$ cat src/verilog/cgra_defs.svh
`ifndef CGRA_DEFS_SVH
`define CGRA_DEFS_SVH

// --------------------------------------------------
// array geometry
// --------------------------------------------------
`define CGRA_NUM_CH 2       // read and write channels.
`define CGRA_NUM_PE 4       // two stages of two.
`define CGRA_DATA_W 16

// --------------------------------------------------
// queues and timing
// --------------------------------------------------
`define CGRA_FIFO_DEPTH 16
`define CGRA_PIPE_LAT 2     // pe stages, counted in step enables.
`define CGRA_PUSH_MARGIN 6  // words that can still land after a pop.
`define CGRA_LEN_W 8

`endif
$ cat src/verilog/cgra_data_pkg.sv
`include "cgra_defs.svh"

package cgra_data_pkg;

  // --------------------------------------------------
  // data path types
  // --------------------------------------------------
  typedef logic [`CGRA_DATA_W-1:0] data_t;

  typedef logic [`CGRA_NUM_CH-1:0] ch_mask_t;  // one bit per channel.

  typedef struct packed {
    data_t data;
    logic  valid;
  } token_t;

endpackage

$ cat src/verilog/cgra_cfg_pkg.sv
`include "cgra_defs.svh"

package cgra_cfg_pkg;

  // --------------------------------------------------
  // pe configuration
  // --------------------------------------------------
  typedef enum logic [2:0] {
    op_add     = 3'd0,
    op_sub     = 3'd1,
    op_xor     = 3'd2,
    op_mul_low = 3'd3,  // low half of the product.
    op_pass_a  = 3'd4
  } pe_op_t;

  typedef struct packed {
    pe_op_t                  op;
    logic [`CGRA_DATA_W-1:0] value;  // constant operand of stage 1.
  } pe_cfg_t;

endpackage

$ cat src/verilog/cgra_top.sv
`timescale 1ns/1ps
`include "cgra_defs.svh"

module cgra_top (
  input  logic                            clk,
  input  logic                            rst,
  input  cgra_data_pkg::ch_mask_t         in_push,
  input  cgra_data_pkg::data_t            in_data [`CGRA_NUM_CH],
  output cgra_data_pkg::ch_mask_t         in_full,
  input  logic                            cfg_we,
  input  logic [$clog2(`CGRA_NUM_PE)-1:0] cfg_addr,
  input  cgra_cfg_pkg::pe_op_t            cfg_op,
  input  cgra_data_pkg::data_t            cfg_const,
  input  logic                            start,
  input  cgra_data_pkg::ch_mask_t         read_mask,
  input  cgra_data_pkg::ch_mask_t         write_mask,
  input  logic [`CGRA_LEN_W-1:0]          stream_len,
  input  cgra_data_pkg::ch_mask_t         out_pop,
  output cgra_data_pkg::data_t            out_data [`CGRA_NUM_CH],
  output cgra_data_pkg::ch_mask_t         out_empty,
  output logic                            done
);

  cgra_data_pkg::ch_mask_t available_pop;
  cgra_data_pkg::ch_mask_t available_read;
  cgra_data_pkg::ch_mask_t read_fifo_done;
  cgra_data_pkg::ch_mask_t available_push;
  cgra_data_pkg::ch_mask_t available_write;
  cgra_data_pkg::ch_mask_t write_fifo_done;
  logic [`CGRA_NUM_PE-1:0] en_pe;
  logic [`CGRA_NUM_CH-1:0] en_net;
  logic                    en_fetch;
  cgra_data_pkg::token_t   rd_token [`CGRA_NUM_CH];
  cgra_data_pkg::token_t   wr_token [`CGRA_NUM_CH];

  stream_reader u_reader (
    .clk (clk), .rst (rst),
    .in_push (in_push), .in_data (in_data), .in_full (in_full),
    .en_fetch (en_fetch), .read_mask (read_mask), .stream_len (stream_len),
    .write_ready (available_push), .start (start),
    .available_pop (available_pop), .available_read (available_read),
    .read_fifo_done (read_fifo_done), .rd_token (rd_token)
  );

  cgra_control_exec u_ctrl (
    .clk (clk), .rst (rst), .start (start),
    .read_mask (read_mask), .write_mask (write_mask),
    .available_read (available_read), .available_write (available_write),
    .available_pop (available_pop), .available_push (available_push),
    .read_fifo_done (read_fifo_done), .write_fifo_done (write_fifo_done),
    .en_pe (en_pe), .en_net (en_net), .en_fetch (en_fetch), .done (done)
  );

  cgra_pe_array u_array (
    .clk (clk), .rst (rst),
    .cfg_we (cfg_we), .cfg_addr (cfg_addr), .cfg_op (cfg_op), .cfg_const (cfg_const),
    .en_pe (en_pe), .en_net (en_net),
    .rd_token (rd_token), .wr_token (wr_token)
  );

  stream_writer u_writer (
    .clk (clk), .rst (rst),
    .wr_token (wr_token), .en_step (en_pe[`CGRA_NUM_PE-1]),
    .write_mask (write_mask), .stream_len (stream_len), .start (start),
    .out_pop (out_pop), .out_data (out_data), .out_empty (out_empty),
    .available_write (available_write), .available_push (available_push),
    .write_fifo_done (write_fifo_done)
  );

endmodule

$ cat src/verilog/stream_writer.sv
`timescale 1ns/1ps
`include "cgra_defs.svh"

module stream_writer (
  input  logic                    clk,
  input  logic                    rst,
  input  cgra_data_pkg::token_t   wr_token [`CGRA_NUM_CH],
  input  logic                    en_step,
  input  cgra_data_pkg::ch_mask_t write_mask,
  input  logic [`CGRA_LEN_W-1:0]  stream_len,
  input  logic                    start,
  input  cgra_data_pkg::ch_mask_t out_pop,
  output cgra_data_pkg::data_t    out_data [`CGRA_NUM_CH],
  output cgra_data_pkg::ch_mask_t out_empty,
  output cgra_data_pkg::ch_mask_t available_write,
  output cgra_data_pkg::ch_mask_t available_push,
  output cgra_data_pkg::ch_mask_t write_fifo_done
);

  localparam int nch = `CGRA_NUM_CH;
  localparam int fw  = $clog2(`CGRA_FIFO_DEPTH + 1);

  logic                    en_q;
  cgra_data_pkg::ch_mask_t push;
  cgra_data_pkg::ch_mask_t full;
  logic [fw-1:0]           free_cnt [nch];
  logic [`CGRA_LEN_W-1:0]  wr_cnt [nch];

  always_ff @(posedge clk) begin
    if (rst) begin
      en_q <= 1'b0;
    end else begin
      en_q <= en_step;  // output token is fresh one cycle after its step.
    end
  end

  assign available_write = ~full;

  for (genvar c = 0; c < nch; c++) begin : g_ch
    // drain tokens past the stream length are discarded.
    assign push[c] = en_q & wr_token[c].valid & write_mask[c] & ~write_fifo_done[c];
    assign available_push[c]  = ~write_mask[c] | (free_cnt[c] >= fw'(`CGRA_PUSH_MARGIN));
    assign write_fifo_done[c] = (wr_cnt[c] == stream_len);

    stream_fifo #(
      .payload_t (cgra_data_pkg::data_t),
      .depth     (`CGRA_FIFO_DEPTH)
    ) u_out_fifo (
      .clk       (clk),
      .rst       (rst),
      .push      (push[c]),
      .push_data (wr_token[c].data),
      .pop       (out_pop[c]),
      .head      (out_data[c]),
      .empty     (out_empty[c]),
      .full      (full[c]),
      .free_cnt  (free_cnt[c])
    );

    always_ff @(posedge clk) begin
      if (rst || start) begin
        wr_cnt[c] <= '0;
      end else if (push[c]) begin
        wr_cnt[c] <= wr_cnt[c] + 1'b1;
      end
    end
  end

endmodule

$ cat src/verilog/cgra_pe_array.sv
`timescale 1ns/1ps
`include "cgra_defs.svh"

module cgra_pe_array (
  input  logic                            clk,
  input  logic                            rst,
  input  logic                            cfg_we,
  input  logic [$clog2(`CGRA_NUM_PE)-1:0] cfg_addr,
  input  cgra_cfg_pkg::pe_op_t            cfg_op,
  input  cgra_data_pkg::data_t            cfg_const,
  input  logic [`CGRA_NUM_PE-1:0]         en_pe,
  input  logic [`CGRA_NUM_CH-1:0]         en_net,
  input  cgra_data_pkg::token_t           rd_token [`CGRA_NUM_CH],
  output cgra_data_pkg::token_t           wr_token [`CGRA_NUM_CH]
);

  localparam int nch = `CGRA_NUM_CH;
  localparam int npe = `CGRA_NUM_PE;
  localparam int aw  = $clog2(`CGRA_NUM_PE);

  cgra_cfg_pkg::pe_cfg_t cfg;
  logic [npe-1:0]        pe_we;
  cgra_data_pkg::token_t s0_y [nch];
  cgra_data_pkg::data_t  const_q [nch];
  cgra_data_pkg::token_t net_b [nch];

  assign cfg = '{op: cfg_op, value: cfg_const};

  for (genvar i = 0; i < npe; i++) begin : g_we
    assign pe_we[i] = cfg_we && (cfg_addr == aw'(i));
  end

  // --------------------------------------------------
  // stage 0 crosses the lanes, stage 1 adds the constant
  // --------------------------------------------------
  for (genvar i = 0; i < nch; i++) begin : g_lane
    cgra_pe u_s0 (
      .clk    (clk),
      .rst    (rst),
      .cfg_we (pe_we[i]),
      .cfg    (cfg),
      .en     (en_pe[i]),
      .a      (rd_token[i]),
      .b      (rd_token[nch-1-i]),
      .y      (s0_y[i])
    );

    always_ff @(posedge clk) begin
      if (pe_we[nch+i]) begin
        const_q[i] <= cfg_const;
      end
    end

    always_ff @(posedge clk) begin
      if (rst) begin
        net_b[i] <= '0;
      end else if (en_net[i]) begin
        net_b[i] <= '{data: const_q[i], valid: 1'b1};
      end
    end

    cgra_pe u_s1 (
      .clk    (clk),
      .rst    (rst),
      .cfg_we (pe_we[nch+i]),
      .cfg    (cfg),
      .en     (en_pe[nch+i]),
      .a      (s0_y[i]),
      .b      (net_b[i]),
      .y      (wr_token[i])
    );
  end

endmodule

$ cat src/verilog/cgra_pe.sv
`timescale 1ns/1ps

module cgra_pe (
  input  logic                   clk,
  input  logic                   rst,
  input  logic                   cfg_we,
  input  cgra_cfg_pkg::pe_cfg_t  cfg,
  input  logic                   en,
  input  cgra_data_pkg::token_t  a,
  input  cgra_data_pkg::token_t  b,
  output cgra_data_pkg::token_t  y
);

  cgra_cfg_pkg::pe_op_t op_q;
  cgra_data_pkg::data_t alu;

  always_ff @(posedge clk) begin
    if (rst) begin
      op_q <= cgra_cfg_pkg::op_pass_a;
    end else if (cfg_we) begin
      op_q <= cfg.op;  // constant is held by the array.
    end
  end

  always_comb begin
    case (op_q)
      cgra_cfg_pkg::op_add:     alu = a.data + b.data;
      cgra_cfg_pkg::op_sub:     alu = a.data - b.data;
      cgra_cfg_pkg::op_xor:     alu = a.data ^ b.data;
      cgra_cfg_pkg::op_mul_low: alu = a.data * b.data;
      default:                  alu = a.data;
    endcase
  end

  always_ff @(posedge clk) begin
    if (rst) begin
      y <= '0;
    end else if (en) begin
      y <= '{data: alu, valid: a.valid & b.valid};
    end
  end

endmodule

$ cat src/verilog/cgra_control_exec.sv
`timescale 1ns/1ps
`include "cgra_defs.svh"

module cgra_control_exec (
  input  logic                     clk,
  input  logic                     rst,
  input  logic                     start,
  input  cgra_data_pkg::ch_mask_t  read_mask,
  input  cgra_data_pkg::ch_mask_t  write_mask,
  input  cgra_data_pkg::ch_mask_t  available_read,
  input  cgra_data_pkg::ch_mask_t  available_write,
  input  cgra_data_pkg::ch_mask_t  available_pop,
  input  cgra_data_pkg::ch_mask_t  available_push,
  input  cgra_data_pkg::ch_mask_t  read_fifo_done,
  input  cgra_data_pkg::ch_mask_t  write_fifo_done,
  output logic [`CGRA_NUM_PE-1:0]  en_pe,
  output logic [`CGRA_NUM_CH-1:0]  en_net,
  output logic                     en_fetch,
  output logic                     done
);

  localparam int npe  = `CGRA_NUM_PE;
  localparam int n_en = `CGRA_NUM_PE + `CGRA_NUM_CH;

  typedef enum logic [1:0] {
    st_idle, st_wait_data, st_process, st_done
  } state_t;

  state_t                  state;
  logic                    avail_q;
  cgra_data_pkg::ch_mask_t en_read;
  cgra_data_pkg::ch_mask_t en_write;
  logic                    run_q;
  logic [n_en-1:0]         en_step;

  always_ff @(posedge clk) begin
    if (rst) begin
      avail_q <= 1'b0;
    end else begin
      avail_q <= (&(available_pop | ~read_mask)) & (&(available_push | ~write_mask));
    end
  end

  // --------------------------------------------------
  // step enable pipeline, one copy per load
  // --------------------------------------------------
  always_ff @(posedge clk) begin
    if (rst) begin
      en_read  <= '0;
      en_write <= '0;
      run_q    <= 1'b0;
      en_step  <= '0;
      en_pe    <= '0;
      en_net   <= '0;
    end else begin
      en_read  <= available_read | read_fifo_done;   // done lanes keep the drain going.
      en_write <= available_write | write_fifo_done;
      run_q    <= (state == st_process);
      en_step  <= {n_en{(&(en_read | ~read_mask)) & (&(en_write | ~write_mask)) & run_q}};
      en_pe    <= en_step[npe-1:0];
      en_net   <= en_step[n_en-1:npe];
    end
  end

  always_ff @(posedge clk) begin
    if (rst) begin
      state    <= st_idle;
      en_fetch <= 1'b0;
      done     <= 1'b0;
    end else begin
      case (state)
        st_idle: begin
          if (start) begin
            state <= st_wait_data;
          end
        end
        st_wait_data: begin
          if (avail_q) begin
            state    <= st_process;
            en_fetch <= 1'b1;  // pops only while steps are issued.
          end
        end
        st_process: begin
          if (&(write_fifo_done | ~write_mask)) begin
            state    <= st_done;
            en_fetch <= 1'b0;
            done     <= 1'b1;
          end
        end
        st_done: begin
          if (start) begin
            state <= st_wait_data;
            done  <= 1'b0;
          end
        end
        default: state <= st_idle;
      endcase
    end
  end

endmodule

$ cat src/verilog/stream_reader.sv
`timescale 1ns/1ps
`include "cgra_defs.svh"

module stream_reader (
  input  logic                    clk,
  input  logic                    rst,
  input  cgra_data_pkg::ch_mask_t in_push,
  input  cgra_data_pkg::data_t    in_data [`CGRA_NUM_CH],
  output cgra_data_pkg::ch_mask_t in_full,
  input  logic                    en_fetch,
  input  cgra_data_pkg::ch_mask_t read_mask,
  input  logic [`CGRA_LEN_W-1:0]  stream_len,
  input  cgra_data_pkg::ch_mask_t write_ready,
  input  logic                    start,
  output cgra_data_pkg::ch_mask_t available_pop,
  output cgra_data_pkg::ch_mask_t available_read,
  output cgra_data_pkg::ch_mask_t read_fifo_done,
  output cgra_data_pkg::token_t   rd_token [`CGRA_NUM_CH]
);

  localparam int nch = `CGRA_NUM_CH;
  localparam int dly = 3;  // pop capture, then two delay stages.

  cgra_data_pkg::data_t    head [nch];
  cgra_data_pkg::ch_mask_t empty;
  cgra_data_pkg::ch_mask_t ch_pop;
  logic                    pop_all;
  logic [`CGRA_LEN_W-1:0]  rd_cnt [nch];
  cgra_data_pkg::data_t    pipe_data [dly][nch];
  cgra_data_pkg::ch_mask_t pipe_valid [dly];

  // all enabled lanes move together or not at all.
  assign pop_all = en_fetch & ~|(read_fifo_done & read_mask)
                 & (&(~empty | ~read_mask)) & (&write_ready);
  assign ch_pop         = {nch{pop_all}} & read_mask;
  assign available_pop  = ~empty;
  assign available_read = ch_pop;

  for (genvar c = 0; c < nch; c++) begin : g_ch
    stream_fifo #(
      .payload_t (cgra_data_pkg::data_t),
      .depth     (`CGRA_FIFO_DEPTH)
    ) u_in_fifo (
      .clk       (clk),
      .rst       (rst),
      .push      (in_push[c]),
      .push_data (in_data[c]),
      .pop       (ch_pop[c]),
      .head      (head[c]),
      .empty     (empty[c]),
      .full      (in_full[c]),
      .free_cnt  ()
    );

    always_ff @(posedge clk) begin
      if (rst || start) begin
        rd_cnt[c] <= '0;
      end else if (ch_pop[c]) begin
        rd_cnt[c] <= rd_cnt[c] + 1'b1;
      end
    end

    assign read_fifo_done[c] = (rd_cnt[c] == stream_len);

    // masked lane feeds a constant zero.
    assign rd_token[c] = read_mask[c] ?
                         cgra_data_pkg::token_t'{data: pipe_data[dly-1][c],
                                                 valid: pipe_valid[dly-1][c]} :
                         cgra_data_pkg::token_t'{data: '0, valid: 1'b1};
  end

  // --------------------------------------------------
  // delay to line up with the step enable
  // --------------------------------------------------
  always_ff @(posedge clk) begin
    pipe_data[0] <= head;
    for (int k = 1; k < dly; k++) begin
      pipe_data[k] <= pipe_data[k-1];
    end
  end

  always_ff @(posedge clk) begin
    if (rst) begin
      for (int k = 0; k < dly; k++) begin
        pipe_valid[k] <= '0;
      end
    end else begin
      pipe_valid[0] <= ch_pop;
      for (int k = 1; k < dly; k++) begin
        pipe_valid[k] <= pipe_valid[k-1];
      end
    end
  end

endmodule

$ cat src/verilog/stream_fifo.sv
`timescale 1ns/1ps

module stream_fifo #(
  parameter type payload_t = logic,
  parameter int  depth     = 16
) (
  input  logic                         clk,
  input  logic                         rst,
  input  logic                         push,
  input  payload_t                     push_data,
  input  logic                         pop,
  output payload_t                     head,
  output logic                         empty,
  output logic                         full,
  output logic [$clog2(depth+1)-1:0]   free_cnt
);

  localparam int aw = (depth > 1) ? $clog2(depth) : 1;
  localparam int cw = $clog2(depth + 1);

  payload_t      mem [depth];
  logic [aw-1:0] wr_ptr;
  logic [aw-1:0] rd_ptr;
  logic [cw-1:0] count;
  logic          do_push;
  logic          do_pop;

  assign do_push  = push & ~full;  // push to a full queue is dropped.
  assign do_pop   = pop & ~empty;
  assign empty    = (count == '0);
  assign full     = (count == cw'(depth));
  assign free_cnt = cw'(depth) - count;
  assign head     = mem[rd_ptr];

  always_ff @(posedge clk) begin
    if (do_push) begin
      mem[wr_ptr] <= push_data;
    end
  end

  always_ff @(posedge clk) begin
    if (rst) begin
      wr_ptr <= '0;
      rd_ptr <= '0;
      count  <= '0;
    end else begin
      if (do_push) begin
        wr_ptr <= (wr_ptr == aw'(depth - 1)) ? '0 : wr_ptr + 1'b1;
      end
      if (do_pop) begin
        rd_ptr <= (rd_ptr == aw'(depth - 1)) ? '0 : rd_ptr + 1'b1;
      end
      count <= count + cw'(do_push) - cw'(do_pop);
    end
  end

endmodule

$ cat config.mk
export PLATFORM = sky130hd
export DESIGN_NAME = cgra_top
export DESIGN_NICKNAME = d
export VERILOG_FILES = /design/src/verilog/cgra_data_pkg.sv /design/src/verilog/cgra_cfg_pkg.sv /design/src/verilog/cgra_top.sv /design/src/verilog/stream_writer.sv /design/src/verilog/cgra_pe_array.sv /design/src/verilog/cgra_pe.sv /design/src/verilog/cgra_control_exec.sv /design/src/verilog/stream_reader.sv /design/src/verilog/stream_fifo.sv
export VERILOG_INCLUDE_DIRS = /design/src /design/src/verilog
export SDC_FILE = /design/constraint.sdc
export NUM_CORES = 2
export LEC_CHECK = 0
export ABC_AREA = 1
export BUFFER_PORTS_ARGS = -buffer_cell sky130_fd_sc_hd__buf_2
export CAP_MARGIN = 30
export CORE_MARGIN = 3
export CORE_UTILIZATION = 25
export CTS_BUF_LIST = sky130_fd_sc_hd__clkbuf_16
export CTS_CLUSTER_SIZE = 20
export DETAILED_ROUTE_END_ITERATION = 12
export MAX_ROUTING_LAYER = met4
export SLEW_MARGIN = 30
export SYNTH_ARGS = -nofsm -noshare
export SYNTH_HDL_FRONTEND = slang
export SYNTH_SLANG_ARGS = --single-unit
$ cat constraint.sdc
create_clock -name clk -period 7.8 [get_ports clk]
set_clock_uncertainty 0.1 [all_clocks]
set_input_delay 0.39 -clock clk [delete_from_list [all_inputs] [get_ports clk]]
set_output_delay 0.39 -clock clk [all_outputs]
set_load 0.02 [all_outputs]
==> out/summary.md <==
At the later pin of the worst-skew pair, clock insertion delay measures 0.82 ns. The cell total after placement is 10554. For the worst setup path, the data required time is 8.38 ns.

The H-tree depth was 4. IR analysis of the VDD net gives a maximum drop of 0.186 mV. The run gives 49126 as the number of global-route vias before repair.

The most used flip-flop cell after synthesis is edfxtp_1. During I/O placement, the number of pins put on the boundary was 110. In this run the static leakage power is 0.0330 uW. The top fanout value on the critical path is 7, and the fraction of post-synthesis cell area in the top cell type by area is 46.5%. At the pin with the least slew margin, the transition time is 1.03 ns. The classification of the worst-slack hold path is primary input to flip-flop. Once detailed placement completed, the half-perimeter wirelength came to 141000 um. Synthesis produced a netlist with a net count of 7500. The flow ran to the end, and the final reports show no timing, DRC or antenna violations. The total via count after detailed routing came out at 49910. Counting stages on the worst path, the most repeated cell is fa_1. The count of unique library cells instantiated by Yosys was 60. The floorplan has 196 rows. The power density relative to cell area works out to 248 nW/um^2. TritonCTS built the clock tree. The die width came out at 544 um.

The fraction of synthesis flops using an asynchronous set or reset pin works out to 0%. The tools report the switching power total as 6600 uW. The tools report the number of antenna violations at the first check in global routing as 29. The slowest cell on the critical path is fa_1. The share of cells above drive strength 1 is 8.46%. The total track usage is 14.0%, and the sequential cell area fraction in the yosys report is 53.8%. After clock tree synthesis, the clock-pin slew on the worst setup and hold paths is 0.06 ns.

Master cell of the clock root buffer: clkbuf_16. Across the run, the number of max-cap violations was 0. The critical path startpoint category was a flip-flop.

Mean instance size in the synthesized netlist: 10.5 sq um. The tools report the pin count of the biggest net entering global routing as 90. The biggest area contributor in the post-synthesis netlist is edfxtp_1. The minimum period implied by the final worst setup slack works out to 6.23 ns. The critical path capture point type is a flip-flop. The first global-routing pass estimated 310000 um of wire. Buffers inserted to repair hold after CTS numbered 59. The routed design has 208000 um of wire. At the worst endpoint, the arrival time is 6.82 ns. The post-cts repair resize count came out at 0.

On the worst path, the slowest cell contributes a delay of 0.55 ns. The number of non-filler instances in the completed layout was 10893; the number of synthesized flops with an enable pin was 1121. Dividing the detail-routed wire length by the instance count gives 19.1 um.

The logs give 0 for the DRC violations left and 82900 sq um for the final instance area. Compared with the post-synthesis result, the final layout area differs by 14.5%. Cell internal power was estimated by the tool at 14000 uW. In this run the vertical extent of the chip is 544 um. The worst hold-check slack is 0.0115 ns. Buffers added to address setup during post-CTS repair amount to 0. By area the synthesized netlist is led by edfxtp_1, dfxtp_1, fa_1.

The final cycle utilization of the critical path works out to 79.9%. The number of iterations in the first detailed-routing pass came out at 6. For the final routed database, the setup TNS stands at 0 ns.

The core region is 287000 sq um. The part of the total power dissipated in combinational logic came out at 24.5%. Setup repair after global routing left no endpoint under its margin. Per report_power, the sequential group accounts for 41.8% of the total.

By count the netlist is led by edfxtp_1, inv_1, nand2_1. Derived from the worst setup path, the maximum achievable clock frequency is 160 MHz. The total overflow left after global routing is 0. The clock passes through at most 4 buffers. Measured against its own limit, the worst slew margin works out to 31.1%. For the final-layout fill cell count, the log shows 29333.

Counting the buffers created by CTS gives 150. For this block, the initial DRC count from the detailed router was 4233. The worst setup path is of the flip-flop to flip-flop kind.

After detailed placement, the total cell area comes to 77500 sq um. For the hold violation total from the final report, the log shows 0. Routability-driven placement finished with a final weighted congestion of 0.935.

For this design, the sink count on the clock tree is 1384. Once detail routing completed, the nets flagged for antenna violations numbered 0. Traced cell by cell, the critical path runs through nand2_1 > inv_1 > ha_1 > inv_1 > fa_1 > fa_1 > inv_1 > fa_1 > fa_1 > inv_1 > fa_1 > fa_1 > inv_1 > ha_1 > nand4_1 > o311ai_0 > buf_4 > nand3_2 > nand3_1 > nand3_1 > nand2_1 > nand2_1. The die covers 296000 sq um. The most common cell in the synthesized netlist is edfxtp_1.

The tools report the max-slew violation count as 0. Using the TritonRoute via totals, the vias-per-cell ratio works out to 4.58. For this configuration, the core starts out at a cell density of 25.3%.

The clock network power share was 33.7%; the cell count after synthesis was 6876. Net switching is 32.1% of the power. For this run, the post-layout net count is 7628.

The final-report setup violation count came out at 0. The number of warnings issued by yosys was 0. Area of the mapped netlist: 72400 sq um. Port buffering added 109 buffers. After synthesis the netlist holds a flip-flop and latch count of 1384.
## worst max-delay path: cells and delay by family (launching register included)
| kind | cells | cell delay (ns) |
|---|---|---|
| adders and majority gates | 8 | 3.65 |
| and+or+nand+nor | 7 | 0.68 |
| buffers and inverters | 6 | 0.84 |
| DFF | 1 | 0.30 |
| AOI/OAI and AO/OA | 1 | 0.54 |
## layout by cell type (no fill, tap or decap), types with 12 or more instances in the layout
cell           instances
inv_1               1139
edfxtp_1            1121
nand2_1              921
o21ai_0              499
a21oi_1              492
nor2_1               313
ha_1                 303
o211ai_1             285
mux2i_1              256
dfxtp_1              250
fa_1                 248
nand3_1              188
clkbuf_16            154
xor2_1               115
buf_2                109
buf_4                106
xnor2_1               59
dlygate4sd3_1         59
nor2_2                45
clkinv_1              38
nor3_1                34
or2_2                 29
nand4_1               25
inv_2                 23
nor2_4                23
clkinv_2              21
a31oi_1               20
diode_2               17
nand2_2               17
o2111ai_1             17
o22ai_1               16
a32o_1                15
nor3b_1               12
a211oi_1              12
bufinv_16             12
## per-layer routing
layer,vias to the layer above,GRT usage [%],wire length [um]
met3,363,2.05,11900
met2,1494,22.8,98700
li1,23537,-,-
met5,-,-,0
met4,0,3.78,5740
met1,24516,18.3,91600
## registers in the layout (all words and copies together) (netlist names), 10 cells and up, named ones only
signal / count
u_reader.g_ch.u_in_fifo.count: 10
u_writer.g_ch.u_out_fifo.mem: 512
u_writer.g_ch.u_out_fifo.count: 10
u_array.net_b: 34
u_array.const_q: 32
u_reader.pipe_data: 96
u_array.g_lane.u_s1.y: 34
u_reader.g_ch.u_in_fifo.mem: 512
u_array.g_lane.u_s0.y: 33
u_writer.wr_cnt: 16
u_reader.rd_cnt: 16
## power groups by stage
stage          sequential [uW]  combinational, uW  clock, uW
2_1_floorplan             8590               3510          0
3_3_place_gp              8780               4920          0
3_5_place_dp              8790               4980          0
4_1_cts                   8630               5030       7100
5_1_grt                   8650               5620       7390
6_report                  8610               5030       6940
## final cells by class
type	count	area (sq um)	area share, %
Antenna cell	17	42.5	0.0513
Clock buffer	154	3850	4.65
Clock inverter	108	865	1.04
Inverter	1147	4310	5.20
Multi-Input combinational cell	4044	28200	34.0
Sequential cell	1384	39000	47.0
Tap cell	3762	4710	5.68
Timing Repair Buffer	277	1980	2.39
## cell families (layout without fill, tap and decap cells)
family          count (synthesis)  after routing  synth area share [%]
simple gates                 1653           1653                  9.56
buf+inv                      1448           1686                  7.70
compound gates               1410           1410                  11.2
flops                        1384           1384                  53.8
fa+ha+maj                     551            551                  12.1
mux                           256            256                  3.54
xor+xnor                      174            174                  2.11
other cells                     0             17                     0
## worst paths after layout
kind / from / to / slack, ns / cells after the start
hold reg to reg: u_reader.pipe_data[0][26]$_DFF_P_ / u_reader.pipe_data[0][58]$_DFF_P_ / 0.22 / 0
hold / removal: in_push[0] / u_reader.g_ch[0].u_in_fifo.wr_ptr[1]$_SDFFE_PP0P_ / 0.01 / 3
setup reg to reg: u_reader.pipe_data[0][71]$_DFF_P_ / u_array.g_lane[1].u_s0.y[16]$_SDFFE_PP0P_ / 1.57 / 22
setup / recovery: u_reader.pipe_data[0][71]$_DFF_P_ / u_array.g_lane[1].u_s0.y[16]$_SDFFE_PP0P_ / 1.57 / 22
## per-stage QoR
stage | utilization [%] | power [uW] | setup WS, ns
floorplan | - | 12100 | 2.16
global placement | 27.0 | 13700 | 0.915
detailed placement | 27.0 | 13800 | 0.928
CTS | 28.9 | 20800 | 1.59
global route | 28.9 | 21700 | 1.27
finish | 28.9 | 20600 | 1.57
No activity file was read; power rests on OpenSTA's default activity.
